`config.mk`:
```
export PLATFORM = sky130hd
export DESIGN_NAME = decode_stage
export DESIGN_NICKNAME = d
export VERILOG_FILES = /design/src/source/isa_pkg.sv /design/src/source/ctl_pkg.sv /design/src/source/stage_reg.sv /design/src/source/inst_classifier.sv /design/src/source/ctl_table.sv /design/src/source/decode_stage.sv
export VERILOG_INCLUDE_DIRS = /design/src /design/src/include
export SDC_FILE = /design/constraint.sdc
export NUM_CORES = 1
export LEC_CHECK = 0
export BUFFER_PORTS_ARGS = -buffer_cell sky130_fd_sc_hd__buf_4
export CORE_MARGIN = 1.5
export CORE_UTILIZATION = 50
export CTS_CLUSTER_DIAMETER = 30
export DETAILED_ROUTE_END_ITERATION = 8
export PLACE_DENSITY_LB_ADDON = 0.3
export SYNTH_ARGS = -nofsm -noshare
export SYNTH_HDL_FRONTEND = slang
export SYNTH_SLANG_ARGS = --single-unit
```
`constraint.sdc`:
```
create_clock -name clk_50mhz -period 2.8 [get_ports clk_50mhz]
set_input_delay 0.42 -clock clk_50mhz [delete_from_list [all_inputs] [get_ports clk_50mhz]]
set_output_delay 0.42 -clock clk_50mhz [all_outputs]
set_load 0.02 [all_outputs]
```
`src/include/decode_params.svh`:
```
`ifndef DECODE_PARAMS_SVH
`define DECODE_PARAMS_SVH

// Width of one instruction word.
`define INST_W 16

// The major opcode sits in the top five bits of the word.
`define OPCODE_HI 15
`define OPCODE_LO 11

// General registers reachable through the rx, ry and rz fields.
`define REG_CNT 8

// Clock edges between inst_valid being sampled and ctl_valid.
`define PIPE_DEPTH 2

`endif

```
`src/source/isa_pkg.sv`:
```
`include "decode_params.svh"

package isa_pkg;

        typedef logic [`INST_W-1:0] inst_t;
        typedef logic [`OPCODE_HI-`OPCODE_LO:0] opcode_t;

        // Major opcodes.
        localparam opcode_t OP_ADDSP3    = 5'b00000;
        localparam opcode_t OP_NOP       = 5'b00001;
        localparam opcode_t OP_B         = 5'b00010;
        localparam opcode_t OP_BEQZ      = 5'b00100;
        localparam opcode_t OP_BNEZ      = 5'b00101;
        localparam opcode_t OP_GRP_SHIFT = 5'b00110;
        localparam opcode_t OP_ADDIU3    = 5'b01000;
        localparam opcode_t OP_ADDIU     = 5'b01001;
        localparam opcode_t OP_GRP_SP    = 5'b01100;
        localparam opcode_t OP_LI        = 5'b01101;
        localparam opcode_t OP_CMPI      = 5'b01110;
        localparam opcode_t OP_LW_SP     = 5'b10010;
        localparam opcode_t OP_LW        = 5'b10011;
        localparam opcode_t OP_SW_SP     = 5'b11010;
        localparam opcode_t OP_SW        = 5'b11011;
        localparam opcode_t OP_GRP_RRR   = 5'b11100;
        localparam opcode_t OP_GRP_RR    = 5'b11101;
        localparam opcode_t OP_GRP_IH    = 5'b11110;

        // Sub-codes of the SP group, bits 10 to 8.
        localparam logic [2:0] SP_BTEQZ = 3'b000;
        localparam logic [2:0] SP_SW_RS = 3'b010;
        localparam logic [2:0] SP_ADDSP = 3'b011;
        localparam logic [2:0] SP_MTSP  = 3'b100;

        localparam logic [1:0] RRR_ADDU = 2'b01; // Bits 1 to 0.
        localparam logic [1:0] RRR_SUBU = 2'b11;

        // Sub-codes of the two-register group, bits 4 to 0.
        localparam logic [4:0] RR_PC_GRP = 5'b00000;
        localparam logic [4:0] RR_SLLV   = 5'b00100;
        localparam logic [4:0] RR_CMP    = 5'b01010;
        localparam logic [4:0] RR_AND    = 5'b01100;
        localparam logic [4:0] RR_OR     = 5'b01101;

        localparam logic [2:0] RR_JR   = 3'b000; // Bits 7 to 5 inside RR_PC_GRP.
        localparam logic [2:0] RR_MFPC = 3'b010;

        localparam logic IH_MFIH = 1'b0; // Bit 0.
        localparam logic IH_MTIH = 1'b1;

        localparam logic [1:0] SH_SLL = 2'b00; // Bits 1 to 0.
        localparam logic [1:0] SH_SRL = 2'b10;
        localparam logic [1:0] SH_SRA = 2'b11;

        typedef enum logic [4:0] {
                CLS_ADDIU, CLS_ADDIU3, CLS_ADDSP, CLS_ADDSP3, CLS_ADDU,
                CLS_AND, CLS_B, CLS_BEQZ, CLS_BNEZ, CLS_BTEQZ,
                CLS_CMP, CLS_CMPI, CLS_JR, CLS_LI, CLS_LW,
                CLS_LW_SP, CLS_MFIH, CLS_MFPC, CLS_MTIH, CLS_MTSP,
                CLS_NOP, CLS_OR, CLS_SLL, CLS_SLLV, CLS_SRA,
                CLS_SRL, CLS_SUBU, CLS_SW, CLS_SW_RS, CLS_SW_SP
        } inst_class_e;

endpackage

```
`src/source/ctl_pkg.sv`:
```
package ctl_pkg;

        typedef enum logic [3:0] {
                ALU_NOP, ALU_ADD, ALU_SUB, ALU_AND, ALU_OR, ALU_EQU,
                ALU_RETA, ALU_RETB, ALU_SLL, ALU_SLLV, ALU_SRA, ALU_SRL
        } alu_op_e;

        typedef enum logic [2:0] {A_NONE, A_REGA, A_SP, A_T, A_RZ} alu_a_sel_e;

        typedef enum logic [1:0] {B_NONE, B_REGB, B_IMM} alu_b_sel_e;

        typedef enum logic [2:0] {DST_NONE, DST_REG, DST_SP, DST_T, DST_IH} reg_dst_e;

        typedef enum logic [2:0] {WB_NONE, WB_ALU, WB_MEM, WB_IH, WB_PC} wb_data_sel_e;

        typedef enum logic [1:0] {WA_NONE, WA_RX, WA_RY, WA_RZ} wb_addr_sel_e;

        typedef enum logic [1:0] {JC_NONE, JC_ALWAYS, JC_ZERO, JC_NONZERO} jump_cond_e;

        typedef enum logic [1:0] {JS_NONE, JS_IMM, JS_ALU} jump_src_e;

        // Immediate extension: sign or zero, from the field width given.
        typedef enum logic [2:0] {
                IMM_NONE, IMM_SE3, IMM_SE4, IMM_SE7, IMM_ZE7, IMM_SE10
        } imm_sel_e;

        typedef enum logic [1:0] {RD_NONE, RD_REGA, RD_REGB, RD_RA} ram_data_sel_e;

        typedef struct packed {
                alu_op_e       alu_op;
                alu_a_sel_e    alu_a_sel;
                alu_b_sel_e    alu_b_sel;
                reg_dst_e      reg_dst;
                wb_data_sel_e  wb_data_sel;
                wb_addr_sel_e  wb_addr_sel;
                logic          ram_en;
                logic          ram_write;    // Only meaningful with ram_en set.
                jump_cond_e    jump_cond;
                jump_src_e     jump_src;
                imm_sel_e      imm_sel;
                ram_data_sel_e ram_data_sel;
        } ctl_word_t;

        // Every field idle, which is also the all-zero word.
        localparam ctl_word_t CTL_NOP = '{
                alu_op:       ALU_NOP,
                alu_a_sel:    A_NONE,
                alu_b_sel:    B_NONE,
                reg_dst:      DST_NONE,
                wb_data_sel:  WB_NONE,
                wb_addr_sel:  WA_NONE,
                ram_en:       1'b0,
                ram_write:    1'b0,
                jump_cond:    JC_NONE,
                jump_src:     JS_NONE,
                imm_sel:      IMM_NONE,
                ram_data_sel: RD_NONE
        };

endpackage

```
`src/source/stage_reg.sv`:
```
`timescale 1ns/100ps

module stage_reg #(
        parameter type payload_t = logic
) (
        input  logic     clk_50mhz,
        input  logic     rst_n,
        input  logic     in_valid,
        input  payload_t in_data,
        output logic     out_valid,
        output payload_t out_data
);

        always_ff @(posedge clk_50mhz) begin
                if (!rst_n) begin
                        out_valid <= 1'b0;
                        out_data  <= payload_t'('0);
                end else begin
                        out_valid <= in_valid;
                        if (in_valid) begin
                                out_data <= in_data; // Holds the last item while idle.
                        end
                end
        end

endmodule

```
`src/source/inst_classifier.sv`:
```
`timescale 1ns/100ps
`include "decode_params.svh"

module inst_classifier
        import isa_pkg::*;
(
        input  inst_t       inst,
        output inst_class_e inst_class
);

        opcode_t opcode;

        assign opcode = inst[`OPCODE_HI:`OPCODE_LO];

        always_comb begin
                inst_class = CLS_NOP; // Anything not matched below stays a NOP.
                case (opcode)
                        OP_ADDIU:  inst_class = CLS_ADDIU;
                        OP_ADDIU3: inst_class = CLS_ADDIU3;
                        OP_ADDSP3: inst_class = CLS_ADDSP3;
                        OP_B:      inst_class = CLS_B;
                        OP_BEQZ:   inst_class = CLS_BEQZ;
                        OP_BNEZ:   inst_class = CLS_BNEZ;
                        OP_CMPI:   inst_class = CLS_CMPI;
                        OP_LI:     inst_class = CLS_LI;
                        OP_LW:     inst_class = CLS_LW;
                        OP_LW_SP:  inst_class = CLS_LW_SP;
                        OP_NOP:    inst_class = CLS_NOP;
                        OP_SW:     inst_class = CLS_SW;
                        OP_SW_SP:  inst_class = CLS_SW_SP;
                        OP_GRP_SP: begin
                                case (inst[10:8])
                                        SP_ADDSP: inst_class = CLS_ADDSP;
                                        SP_BTEQZ: inst_class = CLS_BTEQZ;
                                        SP_MTSP:  inst_class = CLS_MTSP;
                                        SP_SW_RS: inst_class = CLS_SW_RS;
                                endcase
                        end
                        OP_GRP_RRR: begin
                                case (inst[1:0])
                                        RRR_ADDU: inst_class = CLS_ADDU;
                                        RRR_SUBU: inst_class = CLS_SUBU;
                                endcase
                        end
                        OP_GRP_RR: begin
                                case (inst[4:0])
                                        RR_AND:  inst_class = CLS_AND;
                                        RR_CMP:  inst_class = CLS_CMP;
                                        RR_OR:   inst_class = CLS_OR;
                                        RR_SLLV: inst_class = CLS_SLLV;
                                        RR_PC_GRP: begin
                                                // JR and MFPC share the low field.
                                                case (inst[7:5])
                                                        RR_JR:   inst_class = CLS_JR;
                                                        RR_MFPC: inst_class = CLS_MFPC;
                                                endcase
                                        end
                                endcase
                        end
                        OP_GRP_IH: begin
                                case (inst[0])
                                        IH_MFIH: inst_class = CLS_MFIH;
                                        IH_MTIH: inst_class = CLS_MTIH;
                                endcase
                        end
                        OP_GRP_SHIFT: begin
                                case (inst[1:0])
                                        SH_SLL: inst_class = CLS_SLL;
                                        SH_SRA: inst_class = CLS_SRA;
                                        SH_SRL: inst_class = CLS_SRL;
                                endcase
                        end
                endcase
        end

endmodule

```
`src/source/ctl_table.sv`:
```
`timescale 1ns/100ps

module ctl_table
        import isa_pkg::*;
        import ctl_pkg::*;
(
        input  inst_class_e inst_class,
        output ctl_word_t   ctl
);

        // Each field is decoded on its own; classes not named keep the idle value.
        always_comb begin
                ctl = CTL_NOP;

                case (inst_class)
                        CLS_ADDIU, CLS_ADDIU3, CLS_ADDSP, CLS_ADDSP3, CLS_ADDU,
                        CLS_LW, CLS_LW_SP, CLS_SW, CLS_SW_RS, CLS_SW_SP:
                                ctl.alu_op = ALU_ADD;
                        CLS_SUBU:             ctl.alu_op = ALU_SUB;
                        CLS_AND:              ctl.alu_op = ALU_AND;
                        CLS_OR:               ctl.alu_op = ALU_OR;
                        CLS_CMP, CLS_CMPI:    ctl.alu_op = ALU_EQU;
                        CLS_JR, CLS_MTIH, CLS_MTSP:
                                ctl.alu_op = ALU_RETA; // Pass rx through unchanged.
                        CLS_LI:               ctl.alu_op = ALU_RETB;
                        CLS_SLL:              ctl.alu_op = ALU_SLL;
                        CLS_SLLV:             ctl.alu_op = ALU_SLLV;
                        CLS_SRA:              ctl.alu_op = ALU_SRA;
                        CLS_SRL:              ctl.alu_op = ALU_SRL;
                endcase

                case (inst_class)
                        CLS_ADDIU, CLS_ADDIU3, CLS_ADDU, CLS_AND, CLS_BEQZ, CLS_BNEZ,
                        CLS_CMP, CLS_CMPI, CLS_JR, CLS_LW, CLS_MTIH, CLS_MTSP,
                        CLS_OR, CLS_SLLV, CLS_SUBU, CLS_SW:
                                ctl.alu_a_sel = A_REGA;
                        CLS_ADDSP, CLS_ADDSP3, CLS_LW_SP, CLS_SW_RS, CLS_SW_SP:
                                ctl.alu_a_sel = A_SP;
                        CLS_BTEQZ:                 ctl.alu_a_sel = A_T;
                        CLS_SLL, CLS_SRA, CLS_SRL: ctl.alu_a_sel = A_RZ;
                endcase

                case (inst_class)
                        CLS_ADDU, CLS_AND, CLS_CMP, CLS_OR, CLS_SLL, CLS_SLLV,
                        CLS_SRA, CLS_SRL, CLS_SUBU:
                                ctl.alu_b_sel = B_REGB;
                        CLS_ADDIU, CLS_ADDIU3, CLS_ADDSP, CLS_ADDSP3, CLS_CMPI, CLS_LI,
                        CLS_LW, CLS_LW_SP, CLS_SW, CLS_SW_RS, CLS_SW_SP:
                                ctl.alu_b_sel = B_IMM;
                endcase

                case (inst_class)
                        CLS_ADDIU, CLS_ADDIU3, CLS_ADDSP3, CLS_ADDU, CLS_AND, CLS_LI,
                        CLS_LW, CLS_LW_SP, CLS_MFIH, CLS_MFPC, CLS_OR, CLS_SLL,
                        CLS_SLLV, CLS_SRA, CLS_SRL, CLS_SUBU:
                                ctl.reg_dst = DST_REG;
                        CLS_ADDSP, CLS_MTSP: ctl.reg_dst = DST_SP;
                        CLS_CMP, CLS_CMPI:   ctl.reg_dst = DST_T;
                        CLS_MTIH:            ctl.reg_dst = DST_IH;
                endcase

                case (inst_class)
                        CLS_ADDIU, CLS_ADDIU3, CLS_ADDSP, CLS_ADDSP3, CLS_ADDU, CLS_AND,
                        CLS_CMP, CLS_CMPI, CLS_LI, CLS_MTIH, CLS_MTSP, CLS_OR,
                        CLS_SLL, CLS_SLLV, CLS_SRA, CLS_SRL, CLS_SUBU:
                                ctl.wb_data_sel = WB_ALU;
                        CLS_LW, CLS_LW_SP: ctl.wb_data_sel = WB_MEM;
                        CLS_MFIH:          ctl.wb_data_sel = WB_IH;
                        CLS_MFPC:          ctl.wb_data_sel = WB_PC;
                endcase

                case (inst_class)
                        CLS_ADDIU, CLS_ADDSP3, CLS_AND, CLS_LI, CLS_LW_SP, CLS_MFIH,
                        CLS_MFPC, CLS_OR, CLS_SLL, CLS_SRA, CLS_SRL:
                                ctl.wb_addr_sel = WA_RX;
                        CLS_ADDIU3, CLS_LW, CLS_SLLV: ctl.wb_addr_sel = WA_RY;
                        CLS_ADDU, CLS_SUBU:           ctl.wb_addr_sel = WA_RZ;
                endcase

                case (inst_class)
                        CLS_LW, CLS_LW_SP: ctl.ram_en = 1'b1;
                        CLS_SW, CLS_SW_RS, CLS_SW_SP: begin
                                ctl.ram_en    = 1'b1;
                                ctl.ram_write = 1'b1;
                        end
                endcase

                case (inst_class)
                        CLS_B, CLS_JR:       ctl.jump_cond = JC_ALWAYS;
                        CLS_BEQZ, CLS_BTEQZ: ctl.jump_cond = JC_ZERO;
                        CLS_BNEZ:            ctl.jump_cond = JC_NONZERO;
                endcase

                case (inst_class)
                        CLS_B, CLS_BEQZ, CLS_BNEZ, CLS_BTEQZ: ctl.jump_src = JS_IMM;
                        CLS_JR:                              ctl.jump_src = JS_ALU;
                endcase

                case (inst_class)
                        CLS_ADDIU3:     ctl.imm_sel = IMM_SE3;
                        CLS_LW, CLS_SW: ctl.imm_sel = IMM_SE4;
                        CLS_ADDIU, CLS_ADDSP, CLS_ADDSP3, CLS_BEQZ, CLS_BNEZ, CLS_BTEQZ,
                        CLS_CMPI, CLS_LW_SP, CLS_SW_RS, CLS_SW_SP:
                                ctl.imm_sel = IMM_SE7;
                        CLS_LI:         ctl.imm_sel = IMM_ZE7;
                        CLS_B:          ctl.imm_sel = IMM_SE10;
                endcase

                case (inst_class)
                        CLS_SW_SP: ctl.ram_data_sel = RD_REGA;
                        CLS_SW:    ctl.ram_data_sel = RD_REGB;
                        CLS_SW_RS: ctl.ram_data_sel = RD_RA; // Return address goes to the stack.
                endcase
        end

endmodule

```
`src/source/decode_stage.sv`:
```
`timescale 1ns/100ps

module decode_stage
        import isa_pkg::*;
        import ctl_pkg::*;
(
        input  logic      clk_50mhz,
        input  logic      rst_n,
        input  logic      inst_valid,
        input  inst_t     inst,
        output logic      ctl_valid,
        output ctl_word_t ctl
);

        logic        fetch_valid;
        inst_t       fetch_inst;
        inst_class_e inst_class;
        ctl_word_t   ctl_next;

        stage_reg #(
                .payload_t (inst_t)
        ) fetch_reg (
                .clk_50mhz (clk_50mhz),
                .rst_n     (rst_n),
                .in_valid  (inst_valid),
                .in_data   (inst),
                .out_valid (fetch_valid),
                .out_data  (fetch_inst)
        );

        inst_classifier inst_classifier_i (
                .inst       (fetch_inst),
                .inst_class (inst_class)
        );

        ctl_table ctl_table_i (
                .inst_class (inst_class),
                .ctl        (ctl_next)
        );

        // Second edge: the decoded word is handed to the execute stage.
        stage_reg #(
                .payload_t (ctl_word_t)
        ) exec_reg (
                .clk_50mhz (clk_50mhz),
                .rst_n     (rst_n),
                .in_valid  (fetch_valid),
                .in_data   (ctl_next),
                .out_valid (ctl_valid),
                .out_data  (ctl)
        );

endmodule

```
======== Word-level counts from Yosys, hierarchy flattened ========
Index checks and enable logic that the tools add are counted.
operators by class
  muxes and demuxes ....................... 19
  add/subtract/negate cells ............... 0
  $lt $le $gt $ge ......................... 0
  reduce and logical (&&, ||, !) cells .... 28
  div/mod/pow operators ................... 0
  bitwise gates (word level) .............. 1
  eq/ne operators ......................... 55
  shift operators ......................... 0
  $mul .................................... 0
operators by type and width
  cell                                                              count
  5-bit == test (second input constant)                             20
  5-bit one-hot mux with 17 select lines                            1
  5-bit by 4-bit == test with 1-bit output (second input constant)  16
  4-bit one-hot mux with 11 select lines                            1
  5-bit by 3-bit == test with 1-bit output (second input constant)  8
  3-bit one-hot mux with 4 select lines                             3
  16-bit OR reduction                                               2
  5-bit one-hot mux with 2 select lines                             3
  5-bit one-hot mux with 5 select lines                             1
  11-bit OR reduction                                               2
  5-bit one-hot mux with 4 select lines                             1
  10-bit OR reduction                                               2
  2-bit one-hot mux with 3 select lines                             3
  17-bit OR reduction                                               1
  5-bit by 2-bit == test with 1-bit output (second input constant)  3
  5-bit logical NOT                                                 3
  3-bit one-hot mux with 5 select lines                             1
  2-bit OR reduction                                                7
  4-bit one-hot mux with 3 select lines                             1
  3-bit OR reduction                                                4
  5-bit OR reduction                                                2
  3-bit by 2-bit == test with 1-bit output (second input constant)  3
  9-bit OR reduction                                                1
  2-bit one-hot mux with 2 select lines                             2
  9 further kinds                                                   12
word-level totals
  RAM bits ................................ 0
  memories ................................ 0
  bits in latches ......................... 0
  logic and storage cells ................. 118
  input bits .............................. 19
  output and inout bits ................... 29
  bits in read-only memories .............. 0
  bits in registers ....................... 46

======== Logic depth before layout (Yosys ltp) ========
Gate-level depths: netlist (run 1).
  word-level depth ........................ 7
  mapped depth ............................ 12

======== Hierarchy ========
From an unflattened synthesis (run 1), not the netlist that was laid out.
unflattened totals
  cells, all modules ...................... 369
  area, all modules ....................... 3076.7 um^2
by module, submodules not included
  module                 cells each  area an instance (um^2)  sequential area each (um^2)  times used
  stage_reg (exec_reg)   92          1093.5                   580.6                        1
  ctl_table              129         780.7                    0.0                          1
  stage_reg (fetch_reg)  53          643.1                    340.3                        1
  inst_classifier        95          559.3                    0.0                          1

======== Least setup slack after synthesis (run 1) ========
OpenSTA, ideal clock, no wires.
  path kind ............................... reg-to-reg
  start point ............................. reg fetch_reg.out_data[3] (netlist name)
  end point ............................... reg exec_reg.out_data[16] (netlist name)
  stages on the path, launching flop included .. 10
  clock period less this slack ............ 2.954 ns
  data arrival time ....................... 2.825 ns
  slack ................................... -0.154 ns
  cell sequence ........................... dfxtp_1 buf_6 or4b_1 or3b_1 a32o_1 or4b_1 buf_6 or3_1 a31oi_1 a31oi_1
between the ends
  word-level cells in the longest chain between the ends .. 6
  elaborated cells on any way between the ends .. 32
RTL lines
  element                                                                 line                   source
  start: declaration                                                      stage_reg.sv:11        output payload_t out_data
  start signal: assignment                                                stage_reg.sv:17        out_data <= payload_t'('0);
  start signal: assignment                                                stage_reg.sv:21        out_data <= in_data;
  5-bit by 3-bit == test with 1-bit output, or another cell as far along  inst_classifier.sv:46  case (inst[4:0])
  5-bit one-hot mux with 5 select lines *                                 inst_classifier.sv:46
  5-bit one-hot mux with 17 select lines *                                inst_classifier.sv:17  case (opcode)
  5-bit by 3-bit == test with 1-bit output, or another cell as far along  ctl_table.sv:52        case (inst_class)
  16-bit OR reduction / 2-bit OR reduction (equally long branches)        ctl_table.sv:52
  3-bit one-hot mux with 4 select lines *                                 ctl_table.sv:52
  end signal: assignment                                                  stage_reg.sv:17
  end signal: assignment                                                  stage_reg.sv:21
  end: declaration                                                        stage_reg.sv:11
Every way passes the cells marked *; elsewhere a longest branch is shown, timed or not.
A chain may end at the register's enable or synchronous reset.

======== Worst setup path in the final report (run 1) ========
  start point ............................. reg fetch_reg.out_data[7] (netlist name)
  end point ............................... reg exec_reg.out_data[3] (netlist name)
between the ends
  word-level cells in the longest chain between the ends .. 7
  elaborated cells on any way between the ends .. 23
RTL lines
  element                                                                               line                   source
  3-bit by 2-bit == test with 1-bit output / 3-bit logical NOT (equally long branches)  inst_classifier.sv:53  case (inst[7:5])
  5-bit one-hot mux with 2 select lines *                                               inst_classifier.sv:53
  5-bit one-hot mux with 5 select lines *                                               inst_classifier.sv:46
  5-bit one-hot mux with 17 select lines *                                              inst_classifier.sv:17
  5-bit by 2-bit == test with 1-bit output, or another cell as far along                ctl_table.sv:99        case (inst_class)
  10-bit OR reduction / 2-bit OR reduction (equally long branches)                      ctl_table.sv:99
  3-bit one-hot mux with 5 select lines *                                               ctl_table.sv:99
Marks and branches as above.

==> impl_metrics.toml, run 1 <==
[pwr]
combPwrFrac = 0.302
seq_power_share = 0.412
p_int_w = 0.00120
p_leak_nw = 1.59
total_power_w = 0.00177
power.switching_w = 0.000562
ir_drop_uv = 315
p_per_area_mw_per_mm2 = 478
p_sw_frac = 0.318
pwr-share-clk = 0.287

[routing]
wirelength_mm = 8.75
vias_per_cell = 6.08
drcViolationCount = 0
post_drt_wl_per_cell_um = 17.4
drtPass1Iterations = 5
drtIter0Drc = 314
ant_nets = 0
vias = 3062

[clock_tree]
clkSinkCount = 46
cts_tree = "built"
insertion_delay_ns = 0.31
cts_buffers = 5
clkTransAtPathRegs_ns = 0.10
root_buffer = "clkbuf_8"
htreeDepth = 2
cts_buffer_depth = 2

[setup_path]
start_kind = "register"
cp_max_fo = 7
cp_data_required_time_ns = 3.04
critPathKind = "register to register"
worstPathArrival_ns = 3.10
cp-end-kind = "register"

[layout]
syn_to_final_growth_pct = 32.8
antennaDiodeCount = 0
final_cell_mix = "102 x buf_4, 45 x dfxtp_1, 36 x o21ai_0, 29 x nor2_1, 22 x nor2b_1"
final_common_cell = "buf_4"
fin_nets = 452
drive_above_1_share = 0.304

[status]
violations = "negative setup slack"
status = "finished with violations"

[sta]
setup_ws_ns = -0.0576
fin_skew_ns = 0.0110
fin_hold_ws_ns = 0.377
rsz0062_at_grt = "true"
max_freq_mhz = 350
period_share = 1.02
maxSlewHeadroom = 0.560
final_hold_viol_count = 0
setup_violations = 6
timing.final.crit_period_ns = 2.86
slew_viol_final = 0
worst-slew-pin-transition_ns = 0.652
tns_ns = -0.225

[floorplanning]
die_x_um = 77.6
pin_count = 48
rows = 26
start_util = 0.531
die-area_mm2 = 0.00602
die_y_um = 77.6
core_mm2 = 0.00524

[global_routing]
overflow = 0
antenna_found_initial = 0
grt_pass1_vias = 2860
grt_pass1_wl_mm = 14.3
grt.total_usage = 0.297
grt_max_degree = 47

[yosys]
yosysWarnings = 0
synth-edff-count = 0
seq_area_frac_synth = 0.331
async_reset_ff_frac = 0
yosysUniqueCellTypes = 54
synth_fp_nets = 374
netlist_area_mm2 = 0.00278
syn_inst = 355
ys.flop_type = "dfxtp_1"
ys_ff_latch = 46
avgSynthCellArea_um2 = 7.84

[place]
dpl.hpwl_mm = 6.50
numPortBuffers = 47
globalplace.congestion = 0.926

[job]
drv_cap = 0

[hold_path]
worstHoldPathType = "input port to register"
-- critical path, cell delays in order, from the launching register on --
cell and delay (ns):
dfxtp_1 0.32, or4b_4 0.54, or3b_1 0.36, a32o_2 0.29, or4b_4 0.54, or3_4 0.36
a21boi_4 0.16, nor4_2 0.07, a31oi_1 0.16
-- final timing paths --
check             depth (start not counted)  slack [ns]             startpoint                     to
setup / recovery                          8       -0.06  fetch_reg.out_data[7]   exec_reg.out_data[3]
hold / removal                            3        0.38                inst[8]  fetch_reg.out_data[8]
setup reg to reg                          8       -0.06  fetch_reg.out_data[7]   exec_reg.out_data[3]
hold reg to reg                           2        0.48  exec_reg.out_data[15]  exec_reg.out_data[15]
-- power groups by stage --
stage          registers (W)  clock network, W  logic, W
2_1_floorplan       0.000758                 0  0.000271
6_report            0.000727          0.000506  0.000533
5_1_grt             0.000732          0.000537  0.000575
3_3_place_gp        0.000739                 0  0.000485
3_5_place_dp        0.000740                 0  0.000492
4_1_cts             0.000726          0.000506  0.000505
-- cells by family (layout without fill, tap and decap cells) --
group | count (synthesis) | after routing | synth area share
compound gates | 107 | 107 | 0.250
xor+xnor | 4 | 4 | 0.0126
buf+inv | 38 | 117 | 0.0567
flops | 46 | 46 | 0.331
mux | 19 | 19 | 0.0683
simple gates | 141 | 141 | 0.281
-- per-layer routing --
layer	routed length, µm	GRT usage	vias to the layer above	share of wire
met3	650	0.0424	26	0.074
met2	3880	0.468	145	0.44
met4	248	0.111	0	0.028
met5	0	0	-	0
met1	3970	0.410	1445	0.45
li1	-	-	1446	-
-- stage by stage --
stage,utilization,std cells,cell area [µm²],worst slack [ns]
floorplan,-,355,2780,-0.0215
global placement,0.668,495,3500,-0.137
detailed placement,0.668,495,3500,-0.186
CTS,0.695,504,3640,-0.0778
global route,0.706,504,3700,-0.167
finish,0.706,504,3700,-0.0576
-- registers in the layout, summed over array words and instances, names as in the netlist --
name / count
fetch_reg.out_data: 16
exec_reg.out_valid: 1
exec_reg.out_data: 28
fetch_reg.out_valid: 1
-- layout make-up --
class	count	area [µm²]
clock buffer	6	72.6
clock inverter	2	37.5
fill	445	1540
inverter	7	26.3
multi-input combinational	271	1780
sequential	46	922
tap	70	87.6
timing repair buffer	102	766
-- synthesized netlist by cell type (all sizes together) (3+ instances only) --
cell type  count  area, µm²
a221oi         4       35.0
a31oi         13       81.3
nor3          15       80.1
a21boi         5       41.3
clkbuf        27        101
a21oi         19       95.1
nand2         14       52.6
or3            5       31.3
and2           6       37.5
mux2i         19        190
nand4          4       25.0
or4b           3       30.0
and3           6       37.5
o21ai         36        180
nand2b        10       62.6
nor2b         22        138
nand3          9       45.0
inv            7       26.3
dfxtp         46        921
xor2           3       26.3
nor3b          3       22.5
nor4           4       31.3
or2            4       25.0
o21a           5       37.5
buf            4       30.0
nor2          30        113
-- what timing repair did --
action | in CTS | in global routing
setup buffers | 1 | 0
gates resized for setup | 6 | 12
setup endpoints to repair | 11 | 19
pin swaps | 4 | 6
hold buffers | 0 | 0
(Power assumes the default switching activity.)
==> inputs of run 2 (changes only) <==
ABC_AREA = 1   (was default)
GPL_TIMING_DRIVEN = 0   (was default)
==> run 2 against run 1 <==
Compared with the run above: largest power group unchanged; fmax rose by 17%; critical endpoint is now exec_reg.out_data[21]; the run now ends clean; clock power shrank 13%; die area rose by 1.3%; setup slack gained 0.42 ns; highest routed layer unchanged; sequential share of layout area increased by 2.5 points; hold slack got worse by 0.057 ns.
==> impl_metrics.toml, run 2 <==
[layout]
top_register = "exec_reg.out_data"
final_common_cell = "nand2_1"
fin_area_mm2 = 0.00336
antennaDiodeCount = 0
top_regs = "exec_reg.out_data: 28 flops, fetch_reg.out_data: 16 flops"
largest_register_ffs = 28
syn_to_final_growth_pct = 19.0
final_cell_mix = "81 x nand2_1, 62 x nor2_1, 47 x buf_4, 46 x dfxtp_1, 41 x inv_1"
drive_above_1_share = 0.242
fin_nets = 506
fillers = 573
finalCoreUtilization = 0.613

[setup_path]
r2r_start = "fetch_reg.out_data[12]"
critical_path.slowest_cell = "dfxtp_1"
worstPathArrival_ns = 2.66
cp-end-kind = "register"
reg2reg_depth = 15
path_cells = "inv_2, nor2_4, nand3_2, nand2_2, nor3_2, nand3_2, inv_1, nand2_1, nor2_2, nand2_1, nand2_1, nor3_1, nand3b_1, nand2_1, inv_1"
critPathMaxStageDelay_ns = 0.53
cp.depth = 15
cp_max_fo = 7
critPathBufInv = 3
crit_top_cell = "nand2_1"
start_kind = "register"
r2r-end = "exec_reg.out_data[21]"
cp-startpoint = "fetch_reg.out_data[12]"
cp_data_required_time_ns = 3.02
crit_family = "simple AND/OR/NAND/NOR gates"
critPathCapture = "exec_reg.out_data[21]"
critPathKind = "register to register"
rrSetupSlack_ns = 0.36

[sta]
worst-slew-pin-transition_ns = 0.626
period_share = 0.872
rsz0062_at_grt = "false"
max_freq_mhz = 410
fin_skew_ns = 0.00607
tns_ns = 0
setup_ws_ns = 0.360
timing.final.crit_period_ns = 2.44
final_hold_viol_count = 0
slew_viol_final = 0
maxSlewHeadroom = 0.579
setup_violations = 0

[routing]
ant_nets = 0
drtIter0Drc = 295
post_drt_wl_per_cell_um = 15.1
drcViolationCount = 0
wirelength_mm = 8.46
vias_per_cell = 5.38
drtPass1Iterations = 5
vias = 3011

[clock_tree]
root_buffer = "clkbuf_8"
insertion_delay_ns = 0.31
cts_hold_buffers = 0
cts_buffer_depth = 2
clkTransAtPathRegs_ns = 0.10
clkSinkCount = 46
cts_post_setup_buffers_inserted = 0
cts_buffers = 5
cts_resized = 0
htreeDepth = 2
cts_tree = "built"

[floorplanning]
die_x_um = 78.1
die_y_um = 78.1
core_mm2 = 0.00547
die-area_mm2 = 0.00610
pin_count = 48
rows = 27
start_util = 0.515

[yosys]
yosysWarnings = 0
synth-simple-area-share = 0.417
synth-xor-area-share = 0
ys_top_cells_by_area = "dfxtp_1 33%, nand2_1 11%, nor2_1 8.3%"
syn_inst = 433
ys_top_cells_by_count = "81 x nand2_1, 62 x nor2_1, 46 x dfxtp_1, 41 x inv_1, 39 x nand3_1"
yosys.area_share.adder = 0
synth-compound-area-share = 0.158
synth_largest_area_cell = "dfxtp_1"
ys.flop_type = "dfxtp_1"
avgSynthCellArea_um2 = 6.51
netlist_area_mm2 = 0.00282
seq_area_frac_synth = 0.327
synth-edff-count = 0
yosysUniqueCellTypes = 31
async_reset_ff_frac = 0
synthMuxAreaShare = 0
yosysMostFrequentCell = "nand2_1"
ys_ff_latch = 46
synth_fp_nets = 452
synth_top_family_by_area = "simple AND/OR/NAND/NOR gates"
synth_top_area_frac = 0.327

[global_routing]
overflow = 0
grt_pass1_wl_mm = 14.1
grt_pass1_vias = 2880
grt_max_degree = 17
antenna_found_initial = 0
grt.total_usage = 0.295

[pwr]
p_per_area_mw_per_mm2 = 497
ir_drop_uv = 261
p_leak_nw = 1.74

[status]
status = "finished, final reports clean"

[place]
numPortBuffers = 47
place_area_mm2 = 0.00326
preCtsSetupSlack_ns = 0.432
globalplace.congestion = 0.993
dpl.hpwl_mm = 6.71

[job]
drv_cap = 0

[hold_path]
worstHoldPathType = "input port to register"
run 2: cell types whose count changed after synthesis, sizes merged, moves of 10 or more:
cell and change:
a21oi +11, a31oi -12, nor2b -22, clkbuf -18
mux2i -19, nor2 +48, nand3 +44, inv +45
nand2 +78, nand2b -10
run 2: how the worst min path moves through the flow:
stage | startpoint | end | slack [ns] | depth (start not counted)
floorplan | fetch_reg.out_data[5] | fetch_reg.out_data[5] | 0.43 | 2
global placement | fetch_reg.out_data[7] | fetch_reg.out_data[7] | 0.44 | 2
detailed placement | fetch_reg.out_data[7] | fetch_reg.out_data[7] | 0.45 | 2
CTS | inst[6] | fetch_reg.out_data[6] | 0.33 | 3
global route | inst[6] | fetch_reg.out_data[6] | 0.34 | 3
finish | inst_valid | fetch_reg.out_valid | 0.32 | 3
run 2: worst register-to-register path, delay by kind of cell, from the launching register on:
| family | cells | cell delay, ns |
|---|---|---|
| and+or+nand+nor | 12 | 1.59 |
| DFF | 1 | 0.53 |
| buffers and inverters | 3 | 0.23 |
run 2: per-stage QoR:
step | total power [W] | instances | hold slack [ns]
global placement | 0.00123 | 552 | 0.442
finish | 0.00167 | 560 | 0.320
global route | 0.00175 | 560 | 0.338
floorplan | 0.00109 | 433 | 0.434
CTS | 0.00167 | 560 | 0.331
detailed placement | 0.00124 | 552 | 0.450
run 2: metal layers:
layer | GRT usage | wire (µm) | vias up
li1 | - | - | 1524
met1 | 0.411 | 4000 | 1348
met2 | 0.470 | 3660 | 127
met3 | 0.0407 | 662 | 12
met4 | 0.0911 | 129 | 0
met5 | 0 | 0 | -
run 2: report_power, final:
group | total (W) | internal (W) | switching (W) | leakage [nW]
Combinational | 0.000500 | 0.000172 | 0.000328 | 1.32
Sequential | 0.000729 | 0.000699 | 0.0000303 | 0.380
Clock | 0.000438 | 0.000179 | 0.000259 | 0.0408
run 2: cell families (layout without fill, tap and decap cells):
logic type | count (synthesis) | after routing
compound gates | 79 | 79
buf+inv | 68 | 123
flops | 46 | 46
simple gates | 240 | 240
run 2: cell type report:
class	count	area (µm²)	share of cell area
timing repair buffer	47	353	0.105
clock inverter	3	23.8	0.00708
multi-input combinational	319	1620	0.483
inverter	52	198	0.0589
buffer	16	81.3	0.0242
clock buffer	5	68.8	0.0205
sequential	46	921	0.274
tap	72	90.1	0.0268
